`src/hw/uart_rx_pkg.sv`:
```
// shared widths, state and parity encodings and config struct for the uart rx engine; import it
package uart_rx_pkg;

	// ==================================================
	// widths
	// ==================================================

	// widest data word, 10 bits
	localparam int data_w = 10;

	// ==================================================
	// encodings
	// ==================================================

	// one-hot receiver state
	typedef enum logic [5:0] {
		st_idle   = 6'b000001,
		st_start  = 6'b000010,
		st_data   = 6'b000100,
		st_parity = 6'b001000,
		st_stop   = 6'b010000,
		st_end    = 6'b100000
	} rx_state_t;

	// expected parity bit
	// even: xor of data, odd: its inverse
	typedef enum logic [1:0] {
		par_even = 2'd0,
		par_odd  = 2'd1,
		par_zero = 2'd2,
		par_one  = 2'd3
	} parity_mode_t;

	// ==================================================
	// frame config
	// ==================================================

	typedef struct packed {
		// 5 to 10 data bits
		logic [3:0]   data_bits;
		logic         parity_en;
		parity_mode_t parity_mode;
		// 1 to 3 stop bits
		logic [1:0]   stop_bits;
		// keep frames with errors
		logic         error_ignore;
	} rx_cfg_t;

endpackage

```
`src/hw/rx_tick_if.sv`:
```
// bit-timing strobes from the rx bit timer to the frame FSM and the frame checker
`timescale 1ns/10ps

interface rx_tick_if;

	// frame in progress, timer counts
	logic run;
	// mid-bit sample point, one clock
	logic sample;
	// sample delayed by one clock
	logic sample_d;
	// last clock of the bit period
	logic bit_end;

	modport timer
	(
		input  run,
		output sample,
		output sample_d,
		output bit_end
	);

	modport fsm
	(
		output run,
		input  sample_d,
		input  bit_end
	);

	modport check
	(
		input  sample,
		input  bit_end
	);

endinterface

```
`src/hw/rx_frame_if.sv`:
```
// frame progress from the rx frame FSM to the frame checker, error flag back
`timescale 1ns/10ps

interface rx_frame_if;
	import uart_rx_pkg::*;

	rx_state_t  state;
	// current data bit, counts from 1
	logic [3:0] bit_idx;
	// entry to start state
	logic       frame_start;
	// sample_d of last stop bit
	logic       frame_done;
	// parity or stop error held for this frame
	logic       frame_error;

	modport fsm
	(
		output state,
		output bit_idx,
		output frame_start,
		output frame_done
	);

	modport check
	(
		input  state,
		input  bit_idx,
		input  frame_start,
		input  frame_done,
		output frame_error
	);

endinterface

```
`src/hw/rx_bit_timer.sv`:
```
// oversampled bit timing for the uart rx engine; instantiated by the rx top level
`timescale 1ns/10ps

module rx_bit_timer
#(
	parameter int clkdiv_w = 12,
	parameter int os_w     = 4
)
(
	input  logic                pe_clk,
	input  logic                pe_rstn,
	input  logic [clkdiv_w-1:0] r_clkdiv,
	input  logic [os_w-1:0]     r_oversampling,
	rx_tick_if.timer            tick
);

	// ==================================================
	// counters
	// one bit = r_clkdiv x r_oversampling clocks
	// ==================================================

	logic [clkdiv_w-1:0] div_cnt;
	logic [os_w-1:0]     os_cnt;
	logic                div_end;
	logic                os_end;
	logic                sample_pt;
	logic                sample_q;

	assign div_end = (div_cnt == (r_clkdiv - clkdiv_w'(1)));
	assign os_end  = (os_cnt == (r_oversampling - os_w'(1)));

	// divider, wraps every r_clkdiv clocks
	always_ff @(posedge pe_clk or negedge pe_rstn)
	begin
		if (!pe_rstn)
			div_cnt <= '0;
		else if (!tick.run || div_end)
			div_cnt <= '0;
		else
			div_cnt <= div_cnt + clkdiv_w'(1);
	end

	// oversampling point counter
	// steps once per divider wrap
	always_ff @(posedge pe_clk or negedge pe_rstn)
	begin
		if (!pe_rstn)
			os_cnt <= '0;
		else if (!tick.run)
			os_cnt <= '0;
		else if (div_end)
		begin
			if (os_end)
				os_cnt <= '0;
			else
				os_cnt <= os_cnt + os_w'(1);
		end
	end

	// ==================================================
	// strobes
	// ==================================================

	// middle oversampling point, first divider clock only
	assign sample_pt = (os_cnt == (r_oversampling >> 1)) && (div_cnt == '0);

	// one clock later, sampled value already stored
	always_ff @(posedge pe_clk or negedge pe_rstn)
	begin
		if (!pe_rstn)
			sample_q <= 1'b0;
		else
			sample_q <= sample_pt;
	end

	assign tick.sample   = sample_pt;
	assign tick.sample_d = sample_q;
	// last divider clock of last oversampling point
	assign tick.bit_end  = os_end && div_end;

endmodule

```
`src/hw/rx_frame_fsm.sv`:
```
// uart rx frame FSM with start detection, noise filter and bit counters; used by the rx top
`timescale 1ns/10ps

module rx_frame_fsm
(
	input  logic                 pe_clk,
	input  logic                 pe_rstn,
	input  logic                 uart_rx,
	input  logic                 pe_rx_enable,
	input  logic                 pe_rx_logic_clr,
	input  uart_rx_pkg::rx_cfg_t cfg,
	rx_tick_if.fsm               tick,
	rx_frame_if.fsm              frame,
	output logic                 pe_rx_end,
	output logic                 int_status_rx_noise_detect
);
	import uart_rx_pkg::*;

	rx_state_t  state;
	rx_state_t  next_state;
	logic       line_idle;
	logic       line_idle_q;
	logic       line_start;
	logic       line_start_q;
	logic       rx_fall;
	logic       rx_rise;
	logic       start_half;
	logic       noise_q;
	logic [3:0] bit_idx;
	logic [1:0] stop_cnt;
	logic       data_last;
	logic       stop_done;
	logic       end_q;

	// ==================================================
	// line edges
	// ==================================================

	// falling edge only counts while idle and enabled
	assign line_idle  = uart_rx && pe_rx_enable && (state == st_idle);
	// rising edge only counts inside the start bit
	assign line_start = uart_rx && pe_rx_enable && (state == st_start);

	always_ff @(posedge pe_clk or negedge pe_rstn)
	begin
		if (!pe_rstn)
		begin
			line_idle_q  <= 1'b0;
			line_start_q <= 1'b0;
		end
		else
		begin
			line_idle_q  <= line_idle;
			line_start_q <= line_start;
		end
	end

	assign rx_fall = line_idle_q && !line_idle;
	assign rx_rise = line_start && !line_start_q;

	// noise window open until first sample_d of the start bit
	always_ff @(posedge pe_clk or negedge pe_rstn)
	begin
		if (!pe_rstn)
			start_half <= 1'b1;
		else if (state != st_start)
			start_half <= 1'b1;
		else if (tick.sample_d)
			start_half <= 1'b0;
	end

	// start bit went high too early, drop it
	always_ff @(posedge pe_clk or negedge pe_rstn)
	begin
		if (!pe_rstn)
			noise_q <= 1'b0;
		else
			noise_q <= (state == st_start) && start_half && rx_rise;
	end

	// ==================================================
	// state machine
	// ==================================================

	always_ff @(posedge pe_clk or negedge pe_rstn)
	begin
		if (!pe_rstn)
			state <= st_idle;
		else
			state <= next_state;
	end

	always_comb
	begin
		next_state = state;
		// logic clear aborts any frame
		if ((state != st_idle) && pe_rx_logic_clr)
			next_state = st_idle;
		else
		begin
			case (state)
				st_idle:
					if (rx_fall)
						next_state = st_start;
				st_start:
					if (noise_q)
						next_state = st_idle;
					else if (tick.bit_end)
						next_state = st_data;
				st_data:
					if (data_last)
						next_state = cfg.parity_en ? st_parity : st_stop;
				st_parity:
					if (tick.bit_end)
						next_state = st_stop;
				st_stop:
					if (stop_done)
						next_state = st_end;
				st_end:
					if (end_q)
						next_state = st_idle;
				default:
					next_state = st_idle;
			endcase
		end
	end

	// ==================================================
	// bit counters
	// ==================================================

	// preset to 1 during start, steps at each data bit end
	always_ff @(posedge pe_clk or negedge pe_rstn)
	begin
		if (!pe_rstn)
			bit_idx <= 4'd0;
		else if (state == st_start)
			bit_idx <= 4'd1;
		else if ((state == st_data) && tick.bit_end)
			bit_idx <= bit_idx + 4'd1;
	end

	assign data_last = (state == st_data) && tick.bit_end && (bit_idx == cfg.data_bits);

	// first stop bit counts as 1
	always_ff @(posedge pe_clk or negedge pe_rstn)
	begin
		if (!pe_rstn)
			stop_cnt <= 2'd0;
		else if ((next_state == st_stop) && (state != st_stop))
			stop_cnt <= 2'd1;
		else if ((state == st_stop) && tick.bit_end)
			stop_cnt <= stop_cnt + 2'd1;
	end

	// frame ends mid last stop bit, ready for the next start edge
	assign stop_done = (state == st_stop) && tick.sample_d && (stop_cnt == cfg.stop_bits);

	// end pulse, one clock
	always_ff @(posedge pe_clk or negedge pe_rstn)
	begin
		if (!pe_rstn)
			end_q <= 1'b0;
		else
			end_q <= (state == st_end) && !end_q;
	end

	// ==================================================
	// outputs
	// ==================================================

	assign tick.run = (state == st_start) || (state == st_data) ||
		(state == st_parity) || (state == st_stop);

	assign frame.state       = state;
	assign frame.bit_idx     = bit_idx;
	assign frame.frame_start = rx_fall;
	assign frame.frame_done  = stop_done && !pe_rx_logic_clr;

	assign pe_rx_end                  = end_q;
	assign int_status_rx_noise_detect = noise_q;

endmodule

```
`src/hw/rx_frame_checker.sv`:
```
// uart rx data capture, parity and stop checks and fifo write; used by the rx top level
`timescale 1ns/10ps

module rx_frame_checker
(
	input  logic                          pe_clk,
	input  logic                          pe_rstn,
	input  logic                          uart_rx,
	input  uart_rx_pkg::rx_cfg_t          cfg,
	rx_tick_if.check                      tick,
	rx_frame_if.check                     frame,
	output logic                          fifo_we,
	output logic [uart_rx_pkg::data_w-1:0] fifo_data,
	output logic                          int_status_rx_parity_error,
	output logic                          int_status_rx_stop_error,
	output logic                          int_status_rx_stop_detect
);
	import uart_rx_pkg::*;

	logic [data_w-1:0] rx_data;
	logic              parity_load;
	logic              exp_parity;
	logic              parity_err;
	logic              stop_err;
	logic              err_held;

	// ==================================================
	// data capture
	// ==================================================

	// cleared per frame, unused upper bits stay 0
	always_ff @(posedge pe_clk)
	begin
		if (frame.frame_start)
			rx_data <= '0;
		else if (tick.sample && (frame.state == st_data))
			rx_data[frame.bit_idx - 4'd1] <= uart_rx;
	end

	// ==================================================
	// parity
	// ==================================================

	// data to parity transition
	assign parity_load = (frame.state == st_data) && tick.bit_end && cfg.parity_en &&
		(frame.bit_idx == cfg.data_bits);

	always_ff @(posedge pe_clk or negedge pe_rstn)
	begin
		if (!pe_rstn)
			exp_parity <= 1'b0;
		else if (parity_load)
		begin
			case (cfg.parity_mode)
				par_even: exp_parity <= ^rx_data;
				par_odd:  exp_parity <= ~(^rx_data);
				par_zero: exp_parity <= 1'b0;
				default:  exp_parity <= 1'b1;
			endcase
		end
	end

	// ==================================================
	// error flags
	// ==================================================

	// level until parity state left
	always_ff @(posedge pe_clk or negedge pe_rstn)
	begin
		if (!pe_rstn)
			parity_err <= 1'b0;
		else if (frame.state != st_parity)
			parity_err <= 1'b0;
		else if (tick.sample && (uart_rx != exp_parity))
			parity_err <= 1'b1;
	end

	// any low stop bit, level until stop state left
	always_ff @(posedge pe_clk or negedge pe_rstn)
	begin
		if (!pe_rstn)
			stop_err <= 1'b0;
		else if (frame.state != st_stop)
			stop_err <= 1'b0;
		else if (tick.sample && !uart_rx)
			stop_err <= 1'b1;
	end

	// parity error kept through the stop bits
	always_ff @(posedge pe_clk or negedge pe_rstn)
	begin
		if (!pe_rstn)
			err_held <= 1'b0;
		else if (frame.frame_start)
			err_held <= 1'b0;
		else if (parity_err)
			err_held <= 1'b1;
	end

	assign frame.frame_error = err_held || parity_err || stop_err;

	// ==================================================
	// fifo write
	// ==================================================

	// bad frame dropped unless error_ignore
	always_ff @(posedge pe_clk or negedge pe_rstn)
	begin
		if (!pe_rstn)
		begin
			fifo_we   <= 1'b0;
			fifo_data <= '0;
		end
		else if (frame.frame_done && (!frame.frame_error || cfg.error_ignore))
		begin
			fifo_we   <= 1'b1;
			fifo_data <= rx_data;
		end
		else
		begin
			fifo_we   <= 1'b0;
			fifo_data <= '0;
		end
	end

	assign int_status_rx_parity_error = parity_err;
	assign int_status_rx_stop_error   = stop_err;
	// word accepted
	assign int_status_rx_stop_detect  = fifo_we;

endmodule

```
`src/hw/uart_rx_top.sv`:
```
// uart rx protocol engine top level with plain config ports; instantiate it in the system or bench
`timescale 1ns/10ps

module uart_rx_top
#(
	parameter int clkdiv_w = 12,
	parameter int os_w     = 4
)
(
	input  logic                           pe_clk,
	input  logic                           pe_rstn,
	// serial line
	input  logic                           uart_rx,
	// config
	input  logic [clkdiv_w-1:0]            r_clkdiv,
	input  logic [os_w-1:0]                r_oversampling,
	input  logic [3:0]                     r_data_bit,
	input  logic                           r_parity_en,
	input  logic [1:0]                     r_parity,
	input  logic [1:0]                     r_stop_bit,
	input  logic                           r_error_ignore,
	// control
	input  logic                           pe_rx_enable,
	input  logic                           pe_rx_logic_clr,
	// toward rx fifo
	output logic                           fifo_we,
	output logic [uart_rx_pkg::data_w-1:0] fifo_data,
	output logic                           pe_rx_end,
	// interrupt status
	output logic                           int_status_rx_parity_error,
	output logic                           int_status_rx_stop_error,
	output logic                           int_status_rx_stop_detect,
	output logic                           int_status_rx_noise_detect
);
	import uart_rx_pkg::*;

	rx_cfg_t cfg;

	// ==================================================
	// config packing
	// ==================================================

	assign cfg.data_bits    = r_data_bit;
	assign cfg.parity_en    = r_parity_en;
	assign cfg.parity_mode  = parity_mode_t'(r_parity);
	assign cfg.stop_bits    = r_stop_bit;
	assign cfg.error_ignore = r_error_ignore;

	// ==================================================
	// timer -> fsm -> checker
	// ==================================================

	rx_tick_if  tick ();
	rx_frame_if frame ();

	rx_bit_timer
	#(
		.clkdiv_w       (clkdiv_w),
		.os_w           (os_w)
	)
	u_timer
	(
		.pe_clk         (pe_clk),
		.pe_rstn        (pe_rstn),
		.r_clkdiv       (r_clkdiv),
		.r_oversampling (r_oversampling),
		.tick           (tick)
	);

	rx_frame_fsm u_fsm
	(
		.pe_clk                     (pe_clk),
		.pe_rstn                    (pe_rstn),
		.uart_rx                    (uart_rx),
		.pe_rx_enable               (pe_rx_enable),
		.pe_rx_logic_clr            (pe_rx_logic_clr),
		.cfg                        (cfg),
		.tick                       (tick),
		.frame                      (frame),
		.pe_rx_end                  (pe_rx_end),
		.int_status_rx_noise_detect (int_status_rx_noise_detect)
	);

	rx_frame_checker u_checker
	(
		.pe_clk                     (pe_clk),
		.pe_rstn                    (pe_rstn),
		.uart_rx                    (uart_rx),
		.cfg                        (cfg),
		.tick                       (tick),
		.frame                      (frame),
		.fifo_we                    (fifo_we),
		.fifo_data                  (fifo_data),
		.int_status_rx_parity_error (int_status_rx_parity_error),
		.int_status_rx_stop_error   (int_status_rx_stop_error),
		.int_status_rx_stop_detect  (int_status_rx_stop_detect)
	);

endmodule

```
`config.mk`:
```
export PLATFORM = sky130hd
export DESIGN_NAME = uart_rx_top
export DESIGN_NICKNAME = d
export VERILOG_FILES = /design/src/hw/uart_rx_pkg.sv /design/src/hw/rx_tick_if.sv /design/src/hw/rx_frame_if.sv /design/src/hw/rx_bit_timer.sv /design/src/hw/rx_frame_fsm.sv /design/src/hw/rx_frame_checker.sv /design/src/hw/uart_rx_top.sv
export SDC_FILE = /design/constraint.sdc
export NUM_CORES = 1
export LEC_CHECK = 0
export BUFFER_PORTS_ARGS = -buffer_cell sky130_fd_sc_hd__buf_2
export CORE_MARGIN = 2
export CORE_UTILIZATION = 45
export DETAILED_ROUTE_END_ITERATION = 10
export SLEW_MARGIN = 40
export SYNTH_ARGS = -nofsm -noshare
export SYNTH_HDL_FRONTEND = slang
export SYNTH_SLANG_ARGS = --single-unit
```
`constraint.sdc`:
```
create_clock -name pe_clk -period 6.3 [get_ports pe_clk]
set_input_delay 0.315 -clock pe_clk [delete_from_list [all_inputs] [get_ports pe_clk]]
set_output_delay 0.315 -clock pe_clk [all_outputs]
set_load 0.01 [all_outputs]
```
## Word-level counts from Yosys, hierarchy flattened

Cells that the tools add are included.

- Register bits: 59

- Add/sub/neg operators: 7
- Magnitude comparators: 2
- Equal/unequal tests: 20
- Muxes and demuxes: 32
- Bitwise operators: 1
- Reduce and logical (&&, ||, !) cells: 48

Operators by type and width:

| kind | count |
|---|---|
| 6-bit 2-to-1 mux | 8 |
| 6-bit case mux with 6 select lines | 1 |
| 1-bit logical AND | 25 |
| 4-bit 2-to-1 mux | 5 |
| 12-bit by 1-bit adder with 12-bit output, second input constant | 1 |
| 12-bit equality test | 1 |
| 6-bit by 5-bit equality test with 1-bit output, second input constant | 2 |
| 12-bit zero test | 1 |
| 12-bit 2-to-1 mux | 1 |
| 2-bit nonzero test | 6 |
| 12-bit by 1-bit subtractor with 12-bit output, second input constant | 1 |
| 10-bit bitwise mux | 1 |
| 1-bit 2-to-1 mux | 10 |
| 10-bit 2-to-1 mux | 1 |
| 10-bit parity | 1 |
| 4-bit by 1-bit adder with 4-bit output, second input constant | 2 |
| 4-bit equality test | 2 |
| 4-bit by 1-bit subtractor with 4-bit output, second input constant | 2 |
| 1-bit zero test | 7 |
| 1-bit logical OR | 7 |
| 6-bit by 1-bit equality test with 1-bit output, second input constant | 1 |
| 6-bit by 2-bit equality test with 1-bit output, second input constant | 1 |
| 6-bit by 3-bit equality test with 1-bit output, second input constant | 1 |
| 6-bit by 4-bit equality test with 1-bit output, second input constant | 1 |
| other kinds (20) | 21 |

## Depth between registers and ports, before layout

- Depth in word-level cells: 11
- Gate-level depth with buffers: 10
- Depth with buffers taken out: 9

## By module

Synthesis repeated with hierarchy kept, for this count alone.

- Cells, all modules: 392
- Area total of the unflattened synthesis: 3,613.5 um2

By module, submodules not included:

| module | instances | cells an instance | area an instance (um2) | seq. area each (um2) |
|---|---|---|---|---|
| rx_bit_timer | 1 | 173 | 1,457.6 | 425.4 |
| rx_frame_checker | 1 | 115 | 1,166.1 | 575.6 |
| rx_frame_fsm | 1 | 104 | 989.7 | 427.9 |

## Worst setup path before layout

Ideal clock, no wire load.

- Path kind: input -> register
- Start: input port r_clkdiv[0]
- End: register u_checker.exp_parity
- Arrival: 2.335 ns
- Required time: 6.175 ns
- Setup slack: 3.841 ns
- Cell stages on the path: 9
- Cells stage by stage: inv_1 -> ha_1 -> or4b_4 -> o21a_1 -> a311o_1 -> or2_1 -> and4_4 -> nand3_1 -> mux2_2

- Cells in the longest elaborated chain, start to end: 6

Ends and longest elaborated chain:

| item | RTL line | source |
|---|---|---|
| from (decl) | uart_rx_top.sv:15 | `input logic [clkdiv_w-1:0] r_clkdiv,` |
| 12-bit by 1-bit subtractor with 12-bit output | rx_bit_timer.sv:29 | `assign div_end = (div_cnt == (r_clkdiv - clkdiv_w'(1)));` |
| 12-bit equality test | rx_bit_timer.sv:29 |  |
| 1-bit logical AND | rx_bit_timer.sv:79 | `assign tick.bit_end = os_end && div_end;` |
| 1-bit logical AND (3 in a row) | rx_frame_checker.sv:45 | `assign parity_load = (frame.state == st_data) && tick.bit_end && cfg.parity_en &&` |
| to (signal assigned) | rx_frame_checker.sv:55 | `par_even: exp_parity <= ^rx_data;` |
| to (signal assigned) | rx_frame_checker.sv:56 | `par_odd: exp_parity <= ~(^rx_data);` |
| to (decl) | rx_frame_checker.sv:22 | `logic exp_parity;` |

Every way passes these cells.
A chain may end at the register's enable or synchronous reset.

## Worst setup path in the final report

- Start: register u_timer.div_cnt[0]
- End: register u_checker.rx_data[4]

- Cells in the longest elaborated chain, start to end: 3

Ends and longest elaborated chain:

| item | RTL line | source |
|---|---|---|
| from (decl) | rx_bit_timer.sv:22 | `logic [clkdiv_w-1:0] div_cnt;` |
| from (signal assigned) | rx_bit_timer.sv:40 | `div_cnt <= div_cnt + clkdiv_w'(1);` |
| 12-bit zero test | rx_bit_timer.sv:65 | `assign sample_pt = (os_cnt == (r_oversampling >> 1)) && (div_cnt == '0);` |
| 1-bit logical AND | rx_bit_timer.sv:65 |  |
| 1-bit logical AND | rx_frame_checker.sv:36 | `else if (tick.sample && (frame.state == st_data))` |
| to (signal, indexed assignment) | rx_frame_checker.sv:37 | `rx_data[frame.bit_idx - 4'd1] <= uart_rx;` |
| to (decl) | rx_frame_checker.sv:20 | `logic [data_w-1:0] rx_data;` |

Every way passes these cells.

==> summary.md <==
| Metric | Value |
|---|---|
| Run status | finished, final reports clean |
| Tightest slew margin relative to the limit | 50.6% |
| Fraction of met1 tracks used by global routing | 26.5% |
| Buffers added on ports | 46 |
| Pwr Density | 221 nW/um^2 |
| F_max | 353 MHz |
| Initial Util | 46.7% |
| Number of nets in the finished design | 478 |
| Core outline area | a little under 8000 um^2 |
| Final global-route overflow total | 0 |
| Final critical delay including setup and external delays | about 2.8 ns |
| Pin count of the biggest net entering global routing | 50 |
| Wire length of the first global-routing pass | 13500 um |
| Hold buffer count at CTS | 0 |
| Critical path type | reg -> reg |
| Die height | around 94 um |
| Final worst clock skew | 0.00804 ns |
| Top cell type's share of synthesized area | 32.4% |
| Static leakage | between 1.5 and 2 nW |
| Die area | 8800 um^2 |
| Boundary pin count | 47 |
| Mean area per synthesized cell | 9.12 um^2 |
| Number of antenna violations at the first check in global routing | 0 |
| Final worst-path cycle share | about 45% |
| Highest net fanout along the worst path | 5 |
| Biggest area consumer among synthesized cells | dfrtp_1 |
| Fraction of layout instances using a drive strength above 1 | around 18% |
| RePlAce Congestion | about 0.9 |
| Most congested layer reported by global routing | met2 |
| Number of enable flip-flop cells after synthesis | 0 |
| Number of warnings issued by yosys | 0 |
| Number of endpoints failing setup at the final stage | 0 |
| DR pass1 iterations | 5 |
| Post-detail-place hpwl | 5890 um |
| Crit-path max cell delay | 0.59 ns |
| Gates resized, CTS repair | 0 |
| Drt first-iter violations | 190 |
| Relative area change from synthesis to final layout | 14.5% |
| Die extent in x | 93.8 um |
| Number of cells in the finished layout apart from fillers | 543 |
| Setup repair after global routing missed its margin | false |
| GR Util met2 | 31.2% |
| Syn Std Cell Area | approximately 3600 um^2 |
| Diodes inserted | 0 |
| Most common cell in the netlist | dfrtp_1 |
| Max stage delay cell, worst path | or4b_2 |
| Library cells used by synthesis | between 60 and 70 |
| Crit path top cell by count | nor2_1 |
| Ranking of synthesized cells by area | dfrtp_1 32%, xnor2_1 8.0%, dfxtp_1 5.5%, xor2_1 4.6%, nor2_1 4.5% |
| R2R Setup Slk | 3.47 ns |
| Via density | 5.36 |
| Total CTS buffers | 9 |
| VDD IR max | 147 uV |
| Clock input transition at the sequential cells of the worst setup and hold paths | 0.07 ns |
| Crit-path cells | inv_1 -> ha_1 -> or4b_2 -> nor4b_1 -> nand4_1 -> nor2_1 -> nand2_1 -> mux2i_1 -> nor2_1 |
| Inst Count DP | approximately 530 |
| Sort of element at the end of the critical path | register |
| Vias in the first global route | 2816 |
| Clock tree from TritonCTS | yes |
| Insertion delay of the later-clocked pin in the worst-skew pair | 0.33 ns |
| H-tree lvl count | 3 |
| Hold slack final | 0.0763 ns |
| DRT antenna net count | 0 |
| Transition time of the tightest slew-check pin | 0.738 ns |
| Utilization of the core after routing | 53.5% |
| Number of violations of the max-capacitance limit | 0 |
| Aggregate routed wire length | 7810 um |
| Average wire per cell in the routed design | 14.4 um |
| Number of hold-slack violations in the final timing report | 0 |
| Root buffer cell | clkbuf_8 |
| Total Negative Setup Slacks | 0 ns |
| Path category of the worst min-delay check | in -> async |
| Count of clock tree sinks | 59 |
| Sequential share of the synthesized area | 39.4% |
| Slew Viols, Final | 0 |
| Arr. time, crit path | 3.02 ns |
| GR Util All Layers | 19.4% |
| Sort of element at the start of the critical path | register |
| Buffers inserted by post-CTS timing repair | 0 |
| Proportion of synthesized flip-flops having asynchronous set or reset | 83.1% |
| Number of cells produced by synthesis | between 300 and 400 |
| Data required, critical path | ~6.5 ns |
| Met3 Resource Use GR | 3.85% |
| Number of buffers between clock root and the deepest sink | 2 |
| Total DRC errors in the routed layout | 0 |
| Most used standard cells in the synthesized netlist | 47 x dfrtp_1, 44 x nor2_1, 33 x xnor2_1 |
| Most instantiated flip-flop cell in the synthesis netlist | dfrtp_1 |
| Number of nets produced by synthesis | between 400 and 500 |
| Site row count | 32 |
| #FFs+latches synth | 59 |
| DR vias | between 2000 and 3000 |
-- cells by family after synthesis --
logic type,Yosys count,share of synthesized area (%)
AND/OR/NAND/NOR,170,25.6
AO/OA/AOI/OAI,51,10.4
XOR/XNOR,52,12.5
adder cells (fa/ha/maj),11,3.79
flip-flops,59,39.4
multiplexers,13,3.62
buffers and inverters,42,4.72
-- cells in the final DEF (no fill, tap or decap), types with 3 or more instances in the layout --
cell type	count
ha_1	11
and2_1	12
nor2_1	44
o31ai_1	3
a21oi_1	8
nand2_1	20
buf_2	46
nor4b_1	4
nor2b_1	4
o211a_1	3
nor4_1	16
mux2i_1	12
and3_1	6
o21ai_0	11
nand4_1	9
nor3_1	14
inv_1	22
nand3_1	13
xnor2_1	33
clkbuf_8	11
nand2b_1	6
or3_1	3
nand4b_1	3
xor2_1	19
dfxtp_1	10
dfrtp_1	47
-- final cells by class --
class	count	area, um^2
Clock buffer	12	155
Clock inverter	4	72.6
Fill cell	764	3610
Inverter	22	82.6
Multi-Input combinational cell	297	2050
Sequential cell	59	1430
Tap cell	102	128
Timing Repair Buffer	47	238
-- metrics by stage --
stage | setup WS, ns | power (W) | cell area [um^2]
after floorplan | 3.84 | 0.000500 | 3630
after global placement | 3.10 | 0.000541 | 3910
after detailed placement | 3.36 | 0.000544 | 3930
after CTS | 3.49 | 0.000933 | 4160
after global routing | 3.32 | 0.000970 | 4160
final | 3.47 | 0.000921 | 4160
-- final timing paths --
kind,depth (start not counted),from,end
min in group pe_clk,3,pe_rx_enable,u_fsm.line_start_q
min,2,pe_rstn,u_timer.div_cnt[3]
max reg2reg,9,u_timer.div_cnt[0],u_checker.rx_data[4]
max in group asynchronous,2,pe_rstn,u_fsm.frame.bit_idx[2]
max,9,u_timer.div_cnt[0],u_checker.rx_data[4]
min reg2reg,1,u_fsm.line_start_q,u_fsm.int_status_rx_noise_detect
-- flip-flops by register name (all words and copies together), names as in the netlist, 2 cells and up --
name	cells
u_fsm.frame.state	6
u_checker.fifo_data	10
u_checker.rx_data	10
u_timer.div_cnt	12
u_timer.os_cnt	4
u_fsm.frame.bit_idx	4
u_fsm.stop_cnt	2
-- power breakdown --
| group | internal, W | switching, W |
|---|---|---|
| Clock | 0.000244 | 0.000141 |
| Sequential | 0.000389 | 0.0000223 |
| Combinational | 0.0000534 | 0.0000709 |
-- metal layers --
metal | share of wire [%] | routed length (um)
met4 | 0.65 | 51
met2 | 47 | 3640
met5 | 0 | 0
met1 | 50 | 3870
met3 | 3.2 | 253
-- critical path, delay by kind of cell, from the launching register on --
family	cells	cell delay, ns
fa+ha+maj	1	0.18
buf+inv	1	0.11
mux	1	0.15
simple gates	6	1.80
flops	1	0.44
Note: power is estimated with default switching activity, not from simulation.
